`src/hw/periph_pkg.sv`:
```
/*
 * peripheral subsystem definitions
 * bus widths, MMIO page, register offsets and timer config bits
 */
package periph_pkg;

  // bus and pin widths
  localparam int BUS_W  = 32;
  localparam int STRB_W = BUS_W / 8;
  localparam int GPIO_W = 16;
  localparam int IRQ_W  = 4;

  // upper address bits of the peripheral page
  localparam logic [23:0] MMIO_PAGE = 24'h03_0000;

  // gpio register offsets
  localparam logic [7:0] GPIO_DATA = 8'h00;
  localparam logic [7:0] GPIO_OEB  = 8'h04;
  localparam logic [7:0] GPIO_PU   = 8'h08;
  localparam logic [7:0] GPIO_PD   = 8'h0C;
  localparam logic [7:0] IRQA_SRC  = 8'h18;
  localparam logic [7:0] IRQB_SRC  = 8'h1C;

  // timer register offsets
  localparam logic [7:0] TIM0_CFG = 8'h5C;
  localparam logic [7:0] TIM0_VAL = 8'h60;
  localparam logic [7:0] TIM0_DAT = 8'h64;
  localparam logic [7:0] TIM1_CFG = 8'h68;
  localparam logic [7:0] TIM1_VAL = 8'h6C;
  localparam logic [7:0] TIM1_DAT = 8'h70;

  // timer config fields
  localparam int CFG_W       = 3;
  localparam int CFG_EN      = 0;
  localparam int CFG_ONESHOT = 1;
  localparam int CFG_IRQ_EN  = 2;

endpackage

```
`src/hw/counter_timer.sv`:
```
/*
 * down-counting timer with reload value, one-shot mode and irq pulse
 */
module counter_timer (
  input  logic                          clk_i,
  input  logic                          rst_n_i,
  input  logic                          cfg_we_i,
  input  logic [periph_pkg::STRB_W-1:0] val_we_i,
  input  logic [periph_pkg::STRB_W-1:0] dat_we_i,
  input  logic [periph_pkg::BUS_W-1:0]  wdata_i,
  output logic [periph_pkg::CFG_W-1:0]  cfg_o,
  output logic [periph_pkg::BUS_W-1:0]  val_o,
  output logic [periph_pkg::BUS_W-1:0]  dat_o,
  output logic                          irq_o
);
  logic [periph_pkg::CFG_W-1:0] r_cfg;
  logic [periph_pkg::BUS_W-1:0] r_val;
  logic [periph_pkg::BUS_W-1:0] r_dat;
  logic                         r_irq;
  logic                         s_count;
  logic                         s_expire;

  function automatic logic [periph_pkg::BUS_W-1:0] byte_wr(
    input logic [periph_pkg::BUS_W-1:0]  old_v,
    input logic [periph_pkg::BUS_W-1:0]  wd,
    input logic [periph_pkg::STRB_W-1:0] we
  );
    logic [periph_pkg::BUS_W-1:0] v;
    v = old_v;
    for (int b = 0; b < periph_pkg::STRB_W; b++) begin
      if (we[b]) v[b*8 +: 8] = wd[b*8 +: 8];
    end
    return v;
  endfunction

  // a bus write to cfg or count holds off counting for that cycle
  assign s_count  = r_cfg[periph_pkg::CFG_EN] && !cfg_we_i && (dat_we_i == '0);
  assign s_expire = s_count && (r_dat == '0);

  always_ff @(posedge clk_i or negedge rst_n_i) begin
    if (!rst_n_i) begin
      r_cfg <= '0;
      r_val <= '0;
      r_dat <= '0;
      r_irq <= 1'b0;
    end else begin
      r_val <= byte_wr(r_val, wdata_i, val_we_i);
      r_irq <= s_expire && r_cfg[periph_pkg::CFG_IRQ_EN];

      if (cfg_we_i) begin
        r_cfg <= wdata_i[periph_pkg::CFG_W-1:0];
      end else if (s_expire && r_cfg[periph_pkg::CFG_ONESHOT]) begin
        // one-shot stops itself
        r_cfg[periph_pkg::CFG_EN] <= 1'b0;
      end

      if (dat_we_i != '0) begin
        r_dat <= byte_wr(r_dat, wdata_i, dat_we_i);
      end else if (s_count) begin
        if (r_dat != '0) begin
          r_dat <= r_dat - 1'b1;
        end else if (!r_cfg[periph_pkg::CFG_ONESHOT]) begin
          r_dat <= r_val;
        end
      end
    end
  end

  assign cfg_o = r_cfg;
  assign val_o = r_val;
  assign dat_o = r_dat;
  assign irq_o = r_irq;

endmodule

```
`src/hw/gpio_regs.sv`:
```
/*
 * gpio control registers and the two gpio-routed interrupt lines
 */
module gpio_regs (
  input  logic                            clk_i,
  input  logic                            rst_n_i,
  input  logic [periph_pkg::GPIO_W/8-1:0] data_we_i,
  input  logic [periph_pkg::GPIO_W/8-1:0] oeb_we_i,
  input  logic [periph_pkg::GPIO_W/8-1:0] pu_we_i,
  input  logic [periph_pkg::GPIO_W/8-1:0] pd_we_i,
  input  logic                            irqa_src_we_i,
  input  logic                            irqb_src_we_i,
  input  logic [periph_pkg::BUS_W-1:0]    wdata_i,
  input  logic [periph_pkg::GPIO_W-1:0]   gpio_in_i,
  output logic [periph_pkg::GPIO_W-1:0]   gpio_out_o,
  output logic [periph_pkg::GPIO_W-1:0]   gpio_outenb_o,
  output logic [periph_pkg::GPIO_W-1:0]   gpio_pullupb_o,
  output logic [periph_pkg::GPIO_W-1:0]   gpio_pulldownb_o,
  output logic [2*periph_pkg::GPIO_W-1:0] data_o,
  output logic [periph_pkg::GPIO_W-1:0]   oeb_o,
  output logic [periph_pkg::GPIO_W-1:0]   pu_o,
  output logic [periph_pkg::GPIO_W-1:0]   pd_o,
  output logic [1:0]                      irqa_src_o,
  output logic [1:0]                      irqb_src_o,
  output logic                            irqa_o,
  output logic                            irqb_o
);
  logic [periph_pkg::GPIO_W-1:0] r_out;
  logic [periph_pkg::GPIO_W-1:0] r_oeb;
  logic [periph_pkg::GPIO_W-1:0] r_pu;
  logic [periph_pkg::GPIO_W-1:0] r_pd;
  logic [1:0]                    r_irqa_src;
  logic [1:0]                    r_irqb_src;

  // merge the strobed bytes of wd into old_v
  function automatic logic [periph_pkg::GPIO_W-1:0] byte_wr(
    input logic [periph_pkg::GPIO_W-1:0]   old_v,
    input logic [periph_pkg::BUS_W-1:0]    wd,
    input logic [periph_pkg::GPIO_W/8-1:0] we
  );
    logic [periph_pkg::GPIO_W-1:0] v;
    v = old_v;
    for (int b = 0; b < periph_pkg::GPIO_W / 8; b++) begin
      if (we[b]) v[b*8 +: 8] = wd[b*8 +: 8];
    end
    return v;
  endfunction

  // select 0 masks the line, 1..3 pick one of three pins
  function automatic logic irq_pick(input logic [1:0] src, input logic [2:0] pins);
    case (src)
      2'd1:    return pins[0];
      2'd2:    return pins[1];
      2'd3:    return pins[2];
      default: return 1'b0;
    endcase
  endfunction

  always_ff @(posedge clk_i or negedge rst_n_i) begin
    if (!rst_n_i) begin
      r_out      <= '0;
      r_oeb      <= '1;
      r_pu       <= '0;
      r_pd       <= '0;
      r_irqa_src <= 2'd0;
      r_irqb_src <= 2'd0;
    end else begin
      r_out <= byte_wr(r_out, wdata_i, data_we_i);
      r_oeb <= byte_wr(r_oeb, wdata_i, oeb_we_i);
      r_pu  <= byte_wr(r_pu, wdata_i, pu_we_i);
      r_pd  <= byte_wr(r_pd, wdata_i, pd_we_i);
      if (irqa_src_we_i) r_irqa_src <= wdata_i[1:0];
      if (irqb_src_we_i) r_irqb_src <= wdata_i[1:0];
    end
  end

  // reset value of r_oeb tristates the pads
  assign gpio_outenb_o    = r_oeb;
  assign gpio_out_o       = r_out;
  assign gpio_pullupb_o   = r_pu;
  assign gpio_pulldownb_o = r_pd;

  assign data_o     = {r_out, gpio_in_i};
  assign oeb_o      = r_oeb;
  assign pu_o       = r_pu;
  assign pd_o       = r_pd;
  assign irqa_src_o = r_irqa_src;
  assign irqb_src_o = r_irqb_src;

  assign irqa_o = irq_pick(r_irqa_src, gpio_in_i[2:0]);
  assign irqb_o = irq_pick(r_irqb_src, gpio_in_i[5:3]);

endmodule

```
`src/hw/bus_ctrl.sv`:
```
/*
 * bus controller: decodes native bus requests into sram, mmio registers
 * or unmapped space, and answers every access with ready one cycle later
 */
module bus_ctrl #(
  parameter int MEM_WORDS = 1024,
  localparam int RAM_AW = $clog2(MEM_WORDS)
) (
  input  logic                            clk_i,
  input  logic                            rst_n_i,
  input  logic                            mem_valid_i,
  input  logic [periph_pkg::BUS_W-1:0]    mem_addr_i,
  input  logic [periph_pkg::BUS_W-1:0]    mem_wdata_i,
  input  logic [periph_pkg::STRB_W-1:0]   mem_wstrb_i,
  output logic                            mem_ready_o,
  output logic [periph_pkg::BUS_W-1:0]    mem_rdata_o,
  output logic [periph_pkg::STRB_W-1:0]   ram_wstrb_o,
  output logic [RAM_AW-1:0]               ram_addr_o,
  output logic [periph_pkg::BUS_W-1:0]    ram_wdata_o,
  input  logic [periph_pkg::BUS_W-1:0]    ram_rdata_i,
  // gpio register strobes
  output logic [periph_pkg::GPIO_W/8-1:0] gpio_data_we_o,
  output logic [periph_pkg::GPIO_W/8-1:0] gpio_oeb_we_o,
  output logic [periph_pkg::GPIO_W/8-1:0] gpio_pu_we_o,
  output logic [periph_pkg::GPIO_W/8-1:0] gpio_pd_we_o,
  output logic                            irqa_src_we_o,
  output logic                            irqb_src_we_o,
  output logic [periph_pkg::BUS_W-1:0]    wdata_o,
  // gpio readback, data is {out, in}
  input  logic [2*periph_pkg::GPIO_W-1:0] gpio_data_i,
  input  logic [periph_pkg::GPIO_W-1:0]   gpio_oeb_i,
  input  logic [periph_pkg::GPIO_W-1:0]   gpio_pu_i,
  input  logic [periph_pkg::GPIO_W-1:0]   gpio_pd_i,
  input  logic [1:0]                      irqa_src_i,
  input  logic [1:0]                      irqb_src_i,
  // timers
  output logic                            tim0_cfg_we_o,
  output logic [periph_pkg::STRB_W-1:0]   tim0_val_we_o,
  output logic [periph_pkg::STRB_W-1:0]   tim0_dat_we_o,
  input  logic [periph_pkg::CFG_W-1:0]    tim0_cfg_i,
  input  logic [periph_pkg::BUS_W-1:0]    tim0_val_i,
  input  logic [periph_pkg::BUS_W-1:0]    tim0_dat_i,
  output logic                            tim1_cfg_we_o,
  output logic [periph_pkg::STRB_W-1:0]   tim1_val_we_o,
  output logic [periph_pkg::STRB_W-1:0]   tim1_dat_we_o,
  input  logic [periph_pkg::CFG_W-1:0]    tim1_cfg_i,
  input  logic [periph_pkg::BUS_W-1:0]    tim1_val_i,
  input  logic [periph_pkg::BUS_W-1:0]    tim1_dat_i
);
  localparam int GPAD = periph_pkg::BUS_W - periph_pkg::GPIO_W;
  localparam int CPAD = periph_pkg::BUS_W - periph_pkg::CFG_W;

  logic                         r_ready;
  logic                         r_ram_sel;
  logic [periph_pkg::BUS_W-1:0] r_rdata;
  logic [periph_pkg::BUS_W-1:0] s_mmio_rdata;
  logic                         s_pending;
  logic                         s_ram_range;
  logic                         s_mmio;
  logic [7:0]                   s_off;

  // a request is decoded once, in the cycle before ready
  assign s_pending   = mem_valid_i && !r_ready;
  assign s_ram_range = s_pending &&
                       (mem_addr_i < periph_pkg::BUS_W'(4 * MEM_WORDS));
  assign s_mmio      = s_pending && (mem_addr_i[periph_pkg::BUS_W-1:8] == periph_pkg::MMIO_PAGE);
  assign s_off       = mem_addr_i[7:0];

  // sram side
  assign ram_wstrb_o = s_ram_range ? mem_wstrb_i : '0;
  assign ram_addr_o  = mem_addr_i[RAM_AW+1:2];
  assign ram_wdata_o = mem_wdata_i;
  assign wdata_o     = mem_wdata_i;

  // per-register byte strobes
  always_comb begin
    gpio_data_we_o = '0;
    gpio_oeb_we_o  = '0;
    gpio_pu_we_o   = '0;
    gpio_pd_we_o   = '0;
    irqa_src_we_o  = 1'b0;
    irqb_src_we_o  = 1'b0;
    tim0_cfg_we_o  = 1'b0;
    tim0_val_we_o  = '0;
    tim0_dat_we_o  = '0;
    tim1_cfg_we_o  = 1'b0;
    tim1_val_we_o  = '0;
    tim1_dat_we_o  = '0;
    if (s_mmio) begin
      case (s_off)
        periph_pkg::GPIO_DATA: gpio_data_we_o = mem_wstrb_i[periph_pkg::GPIO_W/8-1:0];
        periph_pkg::GPIO_OEB:  gpio_oeb_we_o  = mem_wstrb_i[periph_pkg::GPIO_W/8-1:0];
        periph_pkg::GPIO_PU:   gpio_pu_we_o   = mem_wstrb_i[periph_pkg::GPIO_W/8-1:0];
        periph_pkg::GPIO_PD:   gpio_pd_we_o   = mem_wstrb_i[periph_pkg::GPIO_W/8-1:0];
        periph_pkg::IRQA_SRC:  irqa_src_we_o  = mem_wstrb_i[0];
        periph_pkg::IRQB_SRC:  irqb_src_we_o  = mem_wstrb_i[0];
        periph_pkg::TIM0_CFG:  tim0_cfg_we_o  = mem_wstrb_i[0];
        periph_pkg::TIM0_VAL:  tim0_val_we_o  = mem_wstrb_i;
        periph_pkg::TIM0_DAT:  tim0_dat_we_o  = mem_wstrb_i;
        periph_pkg::TIM1_CFG:  tim1_cfg_we_o  = mem_wstrb_i[0];
        periph_pkg::TIM1_VAL:  tim1_val_we_o  = mem_wstrb_i;
        periph_pkg::TIM1_DAT:  tim1_dat_we_o  = mem_wstrb_i;
        default: ;
      endcase
    end
  end

  // readback mux, zero for unassigned offsets and outside the page
  always_comb begin
    s_mmio_rdata = '0;
    if (s_mmio) begin
      case (s_off)
        periph_pkg::GPIO_DATA: s_mmio_rdata = gpio_data_i;
        periph_pkg::GPIO_OEB:  s_mmio_rdata = {{GPAD{1'b0}}, gpio_oeb_i};
        periph_pkg::GPIO_PU:   s_mmio_rdata = {{GPAD{1'b0}}, gpio_pu_i};
        periph_pkg::GPIO_PD:   s_mmio_rdata = {{GPAD{1'b0}}, gpio_pd_i};
        periph_pkg::IRQA_SRC:  s_mmio_rdata = {30'd0, irqa_src_i};
        periph_pkg::IRQB_SRC:  s_mmio_rdata = {30'd0, irqb_src_i};
        periph_pkg::TIM0_CFG:  s_mmio_rdata = {{CPAD{1'b0}}, tim0_cfg_i};
        periph_pkg::TIM0_VAL:  s_mmio_rdata = tim0_val_i;
        periph_pkg::TIM0_DAT:  s_mmio_rdata = tim0_dat_i;
        periph_pkg::TIM1_CFG:  s_mmio_rdata = {{CPAD{1'b0}}, tim1_cfg_i};
        periph_pkg::TIM1_VAL:  s_mmio_rdata = tim1_val_i;
        periph_pkg::TIM1_DAT:  s_mmio_rdata = tim1_dat_i;
        default: ;
      endcase
    end
  end

  always_ff @(posedge clk_i or negedge rst_n_i) begin
    if (!rst_n_i) begin
      r_ready   <= 1'b0;
      r_ram_sel <= 1'b0;
    end else begin
      // fixed one cycle latency for every target
      r_ready   <= s_pending;
      r_ram_sel <= s_ram_range;
    end
  end

  always_ff @(posedge clk_i) begin
    if (s_pending) begin
      r_rdata <= s_mmio_rdata;
    end
  end

  assign mem_ready_o = r_ready;
  // sram data arrives directly in the ready cycle
  assign mem_rdata_o = r_ram_sel ? ram_rdata_i : r_rdata;

endmodule

```
`src/hw/periph_subsys.sv`:
```
/*
 * peripheral subsystem top level
 * bus decode, sixteen gpios and two timers behind the native memory bus
 */
module periph_subsys #(
  parameter int MEM_WORDS = 1024,
  localparam int RAM_AW = $clog2(MEM_WORDS)
) (
  input  logic                          clk_i,
  input  logic                          rst_n_i,
  // native memory bus
  input  logic                          mem_valid_i,
  input  logic [periph_pkg::BUS_W-1:0]  mem_addr_i,
  input  logic [periph_pkg::BUS_W-1:0]  mem_wdata_i,
  input  logic [periph_pkg::STRB_W-1:0] mem_wstrb_i,
  output logic                          mem_ready_o,
  output logic [periph_pkg::BUS_W-1:0]  mem_rdata_o,
  // sram port
  output logic [periph_pkg::STRB_W-1:0] ram_wstrb_o,
  output logic [RAM_AW-1:0]             ram_addr_o,
  output logic [periph_pkg::BUS_W-1:0]  ram_wdata_o,
  input  logic [periph_pkg::BUS_W-1:0]  ram_rdata_i,
  // gpio pads
  input  logic [periph_pkg::GPIO_W-1:0] gpio_in_i,
  output logic [periph_pkg::GPIO_W-1:0] gpio_out_o,
  output logic [periph_pkg::GPIO_W-1:0] gpio_outenb_o,
  output logic [periph_pkg::GPIO_W-1:0] gpio_pullupb_o,
  output logic [periph_pkg::GPIO_W-1:0] gpio_pulldownb_o,
  // tim0, tim1, gpio irq a, gpio irq b
  output logic [periph_pkg::IRQ_W-1:0]  irq_o
);
  logic [periph_pkg::GPIO_W/8-1:0]   s_gpio_data_we;
  logic [periph_pkg::GPIO_W/8-1:0]   s_gpio_oeb_we;
  logic [periph_pkg::GPIO_W/8-1:0]   s_gpio_pu_we;
  logic [periph_pkg::GPIO_W/8-1:0]   s_gpio_pd_we;
  logic                              s_irqa_src_we;
  logic                              s_irqb_src_we;
  logic [periph_pkg::BUS_W-1:0]      s_wdata;
  logic [2*periph_pkg::GPIO_W-1:0]   s_gpio_data;
  logic [periph_pkg::GPIO_W-1:0]     s_gpio_oeb;
  logic [periph_pkg::GPIO_W-1:0]     s_gpio_pu;
  logic [periph_pkg::GPIO_W-1:0]     s_gpio_pd;
  logic [1:0]                        s_irqa_src;
  logic [1:0]                        s_irqb_src;
  logic                              s_tim0_cfg_we;
  logic [periph_pkg::STRB_W-1:0]     s_tim0_val_we;
  logic [periph_pkg::STRB_W-1:0]     s_tim0_dat_we;
  logic [periph_pkg::CFG_W-1:0]      s_tim0_cfg;
  logic [periph_pkg::BUS_W-1:0]      s_tim0_val;
  logic [periph_pkg::BUS_W-1:0]      s_tim0_dat;
  logic                              s_tim1_cfg_we;
  logic [periph_pkg::STRB_W-1:0]     s_tim1_val_we;
  logic [periph_pkg::STRB_W-1:0]     s_tim1_dat_we;
  logic [periph_pkg::CFG_W-1:0]      s_tim1_cfg;
  logic [periph_pkg::BUS_W-1:0]      s_tim1_val;
  logic [periph_pkg::BUS_W-1:0]      s_tim1_dat;

  bus_ctrl #(
    .MEM_WORDS(MEM_WORDS)
  ) u_bus_ctrl (
    .clk_i        (clk_i),
    .rst_n_i      (rst_n_i),
    .mem_valid_i  (mem_valid_i),
    .mem_addr_i   (mem_addr_i),
    .mem_wdata_i  (mem_wdata_i),
    .mem_wstrb_i  (mem_wstrb_i),
    .mem_ready_o  (mem_ready_o),
    .mem_rdata_o  (mem_rdata_o),
    .ram_wstrb_o  (ram_wstrb_o),
    .ram_addr_o   (ram_addr_o),
    .ram_wdata_o  (ram_wdata_o),
    .ram_rdata_i  (ram_rdata_i),
    .gpio_data_we_o(s_gpio_data_we),
    .gpio_oeb_we_o(s_gpio_oeb_we),
    .gpio_pu_we_o (s_gpio_pu_we),
    .gpio_pd_we_o (s_gpio_pd_we),
    .irqa_src_we_o(s_irqa_src_we),
    .irqb_src_we_o(s_irqb_src_we),
    .wdata_o      (s_wdata),
    .gpio_data_i  (s_gpio_data),
    .gpio_oeb_i   (s_gpio_oeb),
    .gpio_pu_i    (s_gpio_pu),
    .gpio_pd_i    (s_gpio_pd),
    .irqa_src_i   (s_irqa_src),
    .irqb_src_i   (s_irqb_src),
    .tim0_cfg_we_o(s_tim0_cfg_we),
    .tim0_val_we_o(s_tim0_val_we),
    .tim0_dat_we_o(s_tim0_dat_we),
    .tim0_cfg_i   (s_tim0_cfg),
    .tim0_val_i   (s_tim0_val),
    .tim0_dat_i   (s_tim0_dat),
    .tim1_cfg_we_o(s_tim1_cfg_we),
    .tim1_val_we_o(s_tim1_val_we),
    .tim1_dat_we_o(s_tim1_dat_we),
    .tim1_cfg_i   (s_tim1_cfg),
    .tim1_val_i   (s_tim1_val),
    .tim1_dat_i   (s_tim1_dat)
  );

  gpio_regs u_gpio_regs (
    .clk_i           (clk_i),
    .rst_n_i         (rst_n_i),
    .data_we_i       (s_gpio_data_we),
    .oeb_we_i        (s_gpio_oeb_we),
    .pu_we_i         (s_gpio_pu_we),
    .pd_we_i         (s_gpio_pd_we),
    .irqa_src_we_i   (s_irqa_src_we),
    .irqb_src_we_i   (s_irqb_src_we),
    .wdata_i         (s_wdata),
    .gpio_in_i       (gpio_in_i),
    .gpio_out_o      (gpio_out_o),
    .gpio_outenb_o   (gpio_outenb_o),
    .gpio_pullupb_o  (gpio_pullupb_o),
    .gpio_pulldownb_o(gpio_pulldownb_o),
    .data_o          (s_gpio_data),
    .oeb_o           (s_gpio_oeb),
    .pu_o            (s_gpio_pu),
    .pd_o            (s_gpio_pd),
    .irqa_src_o      (s_irqa_src),
    .irqb_src_o      (s_irqb_src),
    .irqa_o          (irq_o[2]),
    .irqb_o          (irq_o[3])
  );

  counter_timer u_tim0 (
    .clk_i   (clk_i),
    .rst_n_i (rst_n_i),
    .cfg_we_i(s_tim0_cfg_we),
    .val_we_i(s_tim0_val_we),
    .dat_we_i(s_tim0_dat_we),
    .wdata_i (s_wdata),
    .cfg_o   (s_tim0_cfg),
    .val_o   (s_tim0_val),
    .dat_o   (s_tim0_dat),
    .irq_o   (irq_o[0])
  );

  counter_timer u_tim1 (
    .clk_i   (clk_i),
    .rst_n_i (rst_n_i),
    .cfg_we_i(s_tim1_cfg_we),
    .val_we_i(s_tim1_val_we),
    .dat_we_i(s_tim1_dat_we),
    .wdata_i (s_wdata),
    .cfg_o   (s_tim1_cfg),
    .val_o   (s_tim1_val),
    .dat_o   (s_tim1_dat),
    .irq_o   (irq_o[1])
  );

endmodule

```
`config.mk`:
```
export PLATFORM = sky130hd
export DESIGN_NAME = periph_subsys
export DESIGN_NICKNAME = d
export VERILOG_FILES = /design/src/hw/periph_pkg.sv /design/src/hw/counter_timer.sv /design/src/hw/gpio_regs.sv /design/src/hw/bus_ctrl.sv /design/src/hw/periph_subsys.sv
export SDC_FILE = /design/constraint.sdc
export NUM_CORES = 1
export LEC_CHECK = 0
export BUFFER_PORTS_ARGS = -buffer_cell sky130_fd_sc_hd__buf_2
export CORE_ASPECT_RATIO = 2
export CORE_MARGIN = 4
export CORE_UTILIZATION = 64
export CTS_BUF_LIST = sky130_fd_sc_hd__clkbuf_8
export DETAILED_ROUTE_END_ITERATION = 10
export GPL_TIMING_DRIVEN = 0
export HOLD_SLACK_MARGIN = 0.15
export PLACE_DENSITY_LB_ADDON = 0.2
export SYNTH_ARGS = -nofsm -noshare
export SYNTH_HDL_FRONTEND = slang
export SYNTH_HIERARCHICAL = 1
export SYNTH_SLANG_ARGS = --single-unit
```
`constraint.sdc`:
```
create_clock -name clk_i -period 11.95 [get_ports clk_i]
set_input_delay 0.5975 -clock clk_i [delete_from_list [all_inputs] [get_ports clk_i]]
set_output_delay 0.5975 -clock clk_i [all_outputs]
set_load 0.01 [all_outputs]
```
# == Yosys cells after proc, flatten, opt, wreduce, memory -nomap -nowiden ==
# Index checks and enable logic that the tools add are counted.
# classes
reduce_logical,37
magnitude_cmp,1
n_shift,0
n_bitwise,0
n_mul,0
n_eq_ne,28
div_mod_pow,0
n_mux,49
addsub,2
# ops
op,count
$pmux 32 s12,1
$mux 32,9
$logic_not 32->1,2
$mux 8,8
$reduce_bool 32->1,2
$sub 32x1->32 const B,2
$eq 8x7->1 const B,6
$mux 4,9
$lt 32x13->1 const B,1
$eq 24x18->1 const B,1
$reduce_and 3->1,8
$eq 8x4->1 const B,2
$eq 8x5->1 const B,2
$mux 2,8
$ne 2x1->1 const B,8
$logic_and 1x1->1,13
$mux 1,12
$eq 2x2->1 const B,4
$eq 8x3->1 const B,1
$logic_not 4->1,2
$logic_not 8->1,1
$reduce_bool 2->1,4
$reduce_bool 4->1,2
$ne 3x3->1 const B,2
3 further kinds,7
# totals
in_bits,119
latchBits,0
output_inout_bits,147
memories,0
mem_bits_ro,0
word_cells,152
mem_bits_rw,0
reg_bits,238

# == Depth between registers and ports, before layout ==
# logic_depth
ltp_word,11
ltp_mapped,13
depth_no_buf,10

# == Cells and area by module ==
# Netlist, hierarchy kept.
# by_module_without_submodules
module,seq_area_each_um2,area_per_inst_um2,n_inst,cells_each
counter_timer,1701.6,4125.2,2,416
bus_ctrl,1011.0,3923.8,1,459
gpio_regs,1721.7,3465.8,1,230

# == Worst setup path after synthesis ==
# OpenSTA, ideal clock, no wires.
# synth_timing
kind,in2reg
startpoint,input port mem_valid_i
endpoint,"register u_tim0.r_dat, in the netlist u_tim0/dat_o[21]"
t_arrival_ns,4.695
setup_slack_ns,7.169
cell_stages,13
required_ns,11.864
setup_time_ns,0.086
n_path_buf,4
cell_sequence,nor2b_1 -> nand4_1 -> nor3_1 -> nand2_1 -> clkbuf_1 -> nor3_1 -> clkbuf_1 -> or4_1 -> clkbuf_1 -> clkbuf_1 -> nand2_1 -> a31o_2 -> a32oi_1
# synth_between
word_cells_on_any_way,14
classes_between,eq/ne: 2; mux: 3; reduce/logical: 9
# synth_rtl
item,line,text
"start, declared",periph_subsys.sv:12,"input logic mem_valid_i,"
$logic_and 1x1->1 (*),bus_ctrl.sv:63,assign s_pending = mem_valid_i && !r_ready;
$logic_and 1x1->1 (*),bus_ctrl.sv:66,assign s_mmio = s_pending && (mem_addr_i[periph_pkg::BUS_W-1:8] == periph_pkg::MMIO_PAGE);
$mux 4 (*),bus_ctrl.sv:89,if (s_mmio) begin
named net s_tim0_dat_we (one bit),periph_subsys.sv:47,logic [periph_pkg::STRB_W-1:0] s_tim0_dat_we;
$logic_not 4->1,counter_timer.sv:37,assign s_count = r_cfg[periph_pkg::CFG_EN] && !cfg_we_i && (dat_we_i == '0);
$logic_and 1x1->1,counter_timer.sv:37,
$reduce_bool 2->1 (no line),n/a,
$reduce_and 3->1 (no line),n/a,
"end signal, assigned",counter_timer.sv:58,"r_dat <= byte_wr(r_dat, wdata_i, dat_we_i);"
"end signal, assigned",counter_timer.sv:61,r_dat <= r_dat - 1'b1;
"end signal, assigned",counter_timer.sv:63,r_dat <= r_val;
"end, declared",counter_timer.sv:18,logic [periph_pkg::BUS_W-1:0] r_dat;
# The timed path passes the listed nets; every way through them passes the cells marked *.
# A chain may end at the register's enable or synchronous reset.

# == Final worst setup path ==
# layout_timing
startpoint,"register u_bus_ctrl.r_ready, in the netlist u_bus_ctrl/mem_ready_o"
endpoint,"register u_tim0.r_dat, in the netlist u_tim0/dat_o[21]"
# layout_between
word_cells_on_any_way,15
classes_between,eq/ne: 2; mux: 3; reduce/logical: 10
# layout_rtl
item,line,text
"start, declared",bus_ctrl.sv:53,logic r_ready;
"start signal, assigned",bus_ctrl.sv:136,r_ready <= s_pending;
$logic_not 1->1 (*),bus_ctrl.sv:63,
$logic_and 1x1->1 (*),bus_ctrl.sv:63,
named net u_bus_ctrl.s_pending,bus_ctrl.sv:57,logic s_pending;
$logic_and 1x1->1 (*),bus_ctrl.sv:66,
$mux 4 (*),bus_ctrl.sv:89,
named net s_tim0_dat_we (one bit),periph_subsys.sv:47,
$logic_not 4->1,counter_timer.sv:37,
$logic_and 1x1->1,counter_timer.sv:37,
$reduce_bool 2->1 (no line),n/a,
$reduce_and 3->1 (no line),n/a,
# Marked as above.

==> results_dict.tcl <==
set metrics [dict create \
    gr-usage-all-layers_pct 47.39 \
    clk_path_buf_depth 3 \
    ys_async_sr_fraction_pct 86.55 \
    yosys.area_share.xor_xnor_pct 1.344 \
    tritoncts "yes" \
    crit_chain "nor2b_4 > nand4_1 > nor3_1 > nand2_1 > nor3_1 > or4_1 > clkbuf_1 > clkbuf_1 > nand2_1 > a31o_2 > a32oi_1" \
    cpPeakStageDelay_ns 0.96 \
    final_cell_area_um2 17890 \
    timing.final.crit_share_pct 48.93 \
    routedWlPerCell_um 31.45 \
    grt_pass1_vias 15510 \
    synth_area_leaders "dfrtp_1 30%, mux2_2 7.9%, buf_4 7.8%, edfxtp_1 6.1%, mux2_4 6.1%" \
    yosys.area_share.simple_pct 14.96 \
    synthToLayoutAreaGrowth_pct 14.36 \
    switchingPower_uw 427.2 \
    synth_top_family_by_area "multiplexers" \
    yosysTopAreaCellShare_pct 30.40 \
    cp-start-kind "flip-flop" \
    crit_fanout 34 \
    fin_nets 1904 \
    rsz0062_at_grt "false" \
    root_buffer "clkbuf_8" \
    power_frac_clock_pct 42.6 \
    multi_input_area_um2 7757 \
    io_pins 266 \
    synth-seq-cells 238 \
    clock-sinks 238 \
    relSlewSlack_pct 23.29 \
    critPathArrivalTime_ns 6.34 \
    ant_nets 0 \
    fp.dieArea_um2 27150 \
    synth_ff_type "dfrtp_1" \
    gr-total-overflow 0 \
    power_frac_seq_pct 50.0 \
    clock_latency_ns 0.59 \
    criticalPathCategory "flip-flop to flip-flop" \
    comb_power_share_pct 7.5 \
    clock.fmax_mhz 171.0 \
    grt_max_degree 114 \
    clkTransAtPathRegs_ns 0.07 \
    ir_drop_v 0.00009893 \
    vias 15020 \
    slowest_stage "nor3_1" \
    netlist_instances 1521 \
    final_max_slew_viol_count 0 \
    numPortBuffers 221 \
    crit_path_end_kind "flip-flop" \
    fin_tns_setup_ns 0 \
    dr.pass1.iters 7 \
    status "finished clean" \
    core_region_area_um2 24020 \
    regArea_um2 6136 \
    hold_ws_ns 0.2863 \
    place.gp.congestion 1.028 \
    syn_avg_cell_area_um2 10.28 \
    drc 0 \
    finClkSkew_ns 0.03617 \
    min_path_type "input port to flip-flop" \
    die_h_um 229.1 \
    crit_buf_inv 2 \
    die_w_um 118.5 \
    p_leak_nw 8.298 \
    first_iter_violations 2041 \
    via_per_inst 7.174 \
    hpwl_um 48060 \
    fillers 1680 \
    antenna_found_initial 3 \
    grt_pass1_wl_um 96640 \
    synth_edf_count 32 \
    synthAdderAreaFrac_pct 0.3200 \
    pwr_density_cell_nw_per_um2 92.62 \
    drv_cap 0 \
    initial_core_util_pct 65.10 \
    cts_max_level 2 \
    cts_buffers 35 \
    setup_viol 0 \
    fin_crit_ns 5.847 \
    num_rows 80 \
    wl_um 65830 \
    yosysWarnings 6 \
    yosysUniqueCellTypes 81 \
    synth_nets 1644 \
    tightest_slew_ns 1.148 \
    dpl_cell_area_um2 17160 \
    final-hold-violation-count 0 \
    drive_above_1_share_pct 39.00 \
    intPower_mw 1.229 \
    power_mw 1.657 \
    sw_frac_of_total_pct 25.79 \
    synth_compound_area_share_pct 14.61 \
    cts_resized 0 \
    critPathTopFamily "simple AND/OR/NAND/NOR gates" \
    yosys.area.top_type "dfrtp_1" \
    synthesis.area_um2 15640 \
    synthMuxAreaShare_pct 18.24 \
    yosysSeqAreaShare_pct 39.23 \
    worst_ep_required_time_ns 12.44 \
]
area by class of cell:
cell class / count / share of cell area (%)
multi-input combinational: 1005 / 43.37
sequential: 238 / 34.31
buffer: 246 / 9.206
timing repair buffer: 223 / 6.450
clock buffer: 40 / 3.078
tap: 287 / 2.008
clock inverter: 21 / 0.8954
inverter: 32 / 0.6716
antenna: 1 / 0.01399
logic make-up after synthesis:
kind of cell,after synthesis
simple gates,414
buf+inv,278
compound gates,325
mux,238
flops,238
fa+ha+maj,4
xor+xnor,24
flip-flops by register name (all words and copies together), names as in the netlist, 16 cells and up:
signal,count
u_gpio_regs/gpio_out_o,16
u_bus_ctrl/r_rdata,32
u_tim0/dat_o,32
u_gpio_regs/gpio_pulldownb_o,16
u_tim0/val_o,32
u_tim1/dat_o,32
u_tim1/val_o,32
u_gpio_regs/gpio_outenb_o,16
u_gpio_regs/gpio_pullupb_o,16
routing by layer:
metal  global-route usage [%]  share of wire, %  vias up
met3                    13.26                10      489
met2                    77.58                48     1255
met4                    45.30                12        2
met5                        0             0.026        -
li1                         -                 -     6131
met1                    47.44                30     7139
stage by stage:
| step | util, % | cells | setup WS [ns] |
|---|---|---|---|
| floorplan | - | 1521 | 7.169 |
| global placement | 71.20 | 2029 | 4.998 |
| detailed placement | 71.44 | 2030 | 6.450 |
| CTS | 74.44 | 2092 | 6.560 |
| global route | 74.45 | 2093 | 6.048 |
| finish | 74.45 | 2093 | 6.103 |
placed cells by master, fill, tap and decap left out, drive strengths merged, types with 8 or more instances in the layout:
cell type and instances:
and4 8, a22oi 21, clkbuf 82, edfxtp 32
nor4 34, a21oi 66, nor3 38, or3 9
xnor2 18, clkinv 8, and3 30, nand3 36
a221oi 25, dfrtp 190, o211ai 12, nor2 77
mux2i 63, o31ai 11, o21ai 53, o22ai 13
dfstp 16, or4 16, o41ai 8, a222oi 9
buf 426, nand2 89, nand4 36, a31oi 36
and2 8, inv 43, nand2b 8, mux2 174
synthesized netlist by cell type (7+ instances only):
| library cell | number |
|---|---|
| clkbuf_1 | 40 |
| dfstp_2 | 16 |
| or3_1 | 9 |
| nor4_1 | 26 |
| inv_1 | 32 |
| buf_4 | 162 |
| dfrtp_1 | 190 |
| or4_1 | 14 |
| a31oi_1 | 36 |
| o21ai_0 | 51 |
| o31ai_1 | 9 |
| a221oi_1 | 25 |
| nand2b_1 | 8 |
| o211ai_1 | 12 |
| buf_6 | 11 |
| nor3_1 | 33 |
| a222oi_1 | 9 |
| edfxtp_1 | 32 |
| buf_1 | 7 |
| a21oi_1 | 66 |
| nand4_1 | 34 |
| buf_2 | 24 |
| and3_1 | 30 |
| nand2_1 | 89 |
| xnor2_1 | 18 |
| o22ai_1 | 13 |
| mux2i_1 | 63 |
| nand3_1 | 34 |
| nor2_1 | 72 |
| and2_1 | 8 |
| a22oi_1 | 21 |
| and4_1 | 8 |
| mux2_2 | 110 |
| mux2_4 | 64 |
power groups by stage:
| stage | registers, mW | logic (mW) | clock network [mW] |
|---|---|---|---|
| floorplan | 0.842 | 0.0563 | 0 |
| global placement | 0.843 | 0.115 | 0 |
| detailed placement | 0.843 | 0.119 | 0 |
| CTS | 0.828 | 0.121 | 0.703 |
| global route | 0.828 | 0.129 | 0.737 |
| finish | 0.828 | 0.123 | 0.705 |
path summary, 6_finish.rpt:
kind	from	to	slack [ns]	depth (start not counted)
setup / recovery	u_bus_ctrl/mem_ready_o	u_tim0/dat_o[21]	6.10	11
hold / removal	mem_addr_i[25]	u_bus_ctrl/r_ram_sel	0.29	2
setup reg to reg	u_bus_ctrl/mem_ready_o	u_tim0/dat_o[21]	6.10	11
hold reg to reg	u_gpio_regs/gpio_pullupb_o[0]	u_gpio_regs/gpio_pullupb_o[0]	0.55	1
max in group asynchronous	rst_n_i	u_tim1/dat_o[0]	10.25	3
min in group asynchronous	rst_n_i	u_tim0/dat_o[20]	0.62	2
timing repair:
action / CTS / global route
hold buffers: 1 / 0
endpoints found under the hold margin: 77 / 0
buffers inserted: 0 / 0
(Power assumes the default switching activity.)
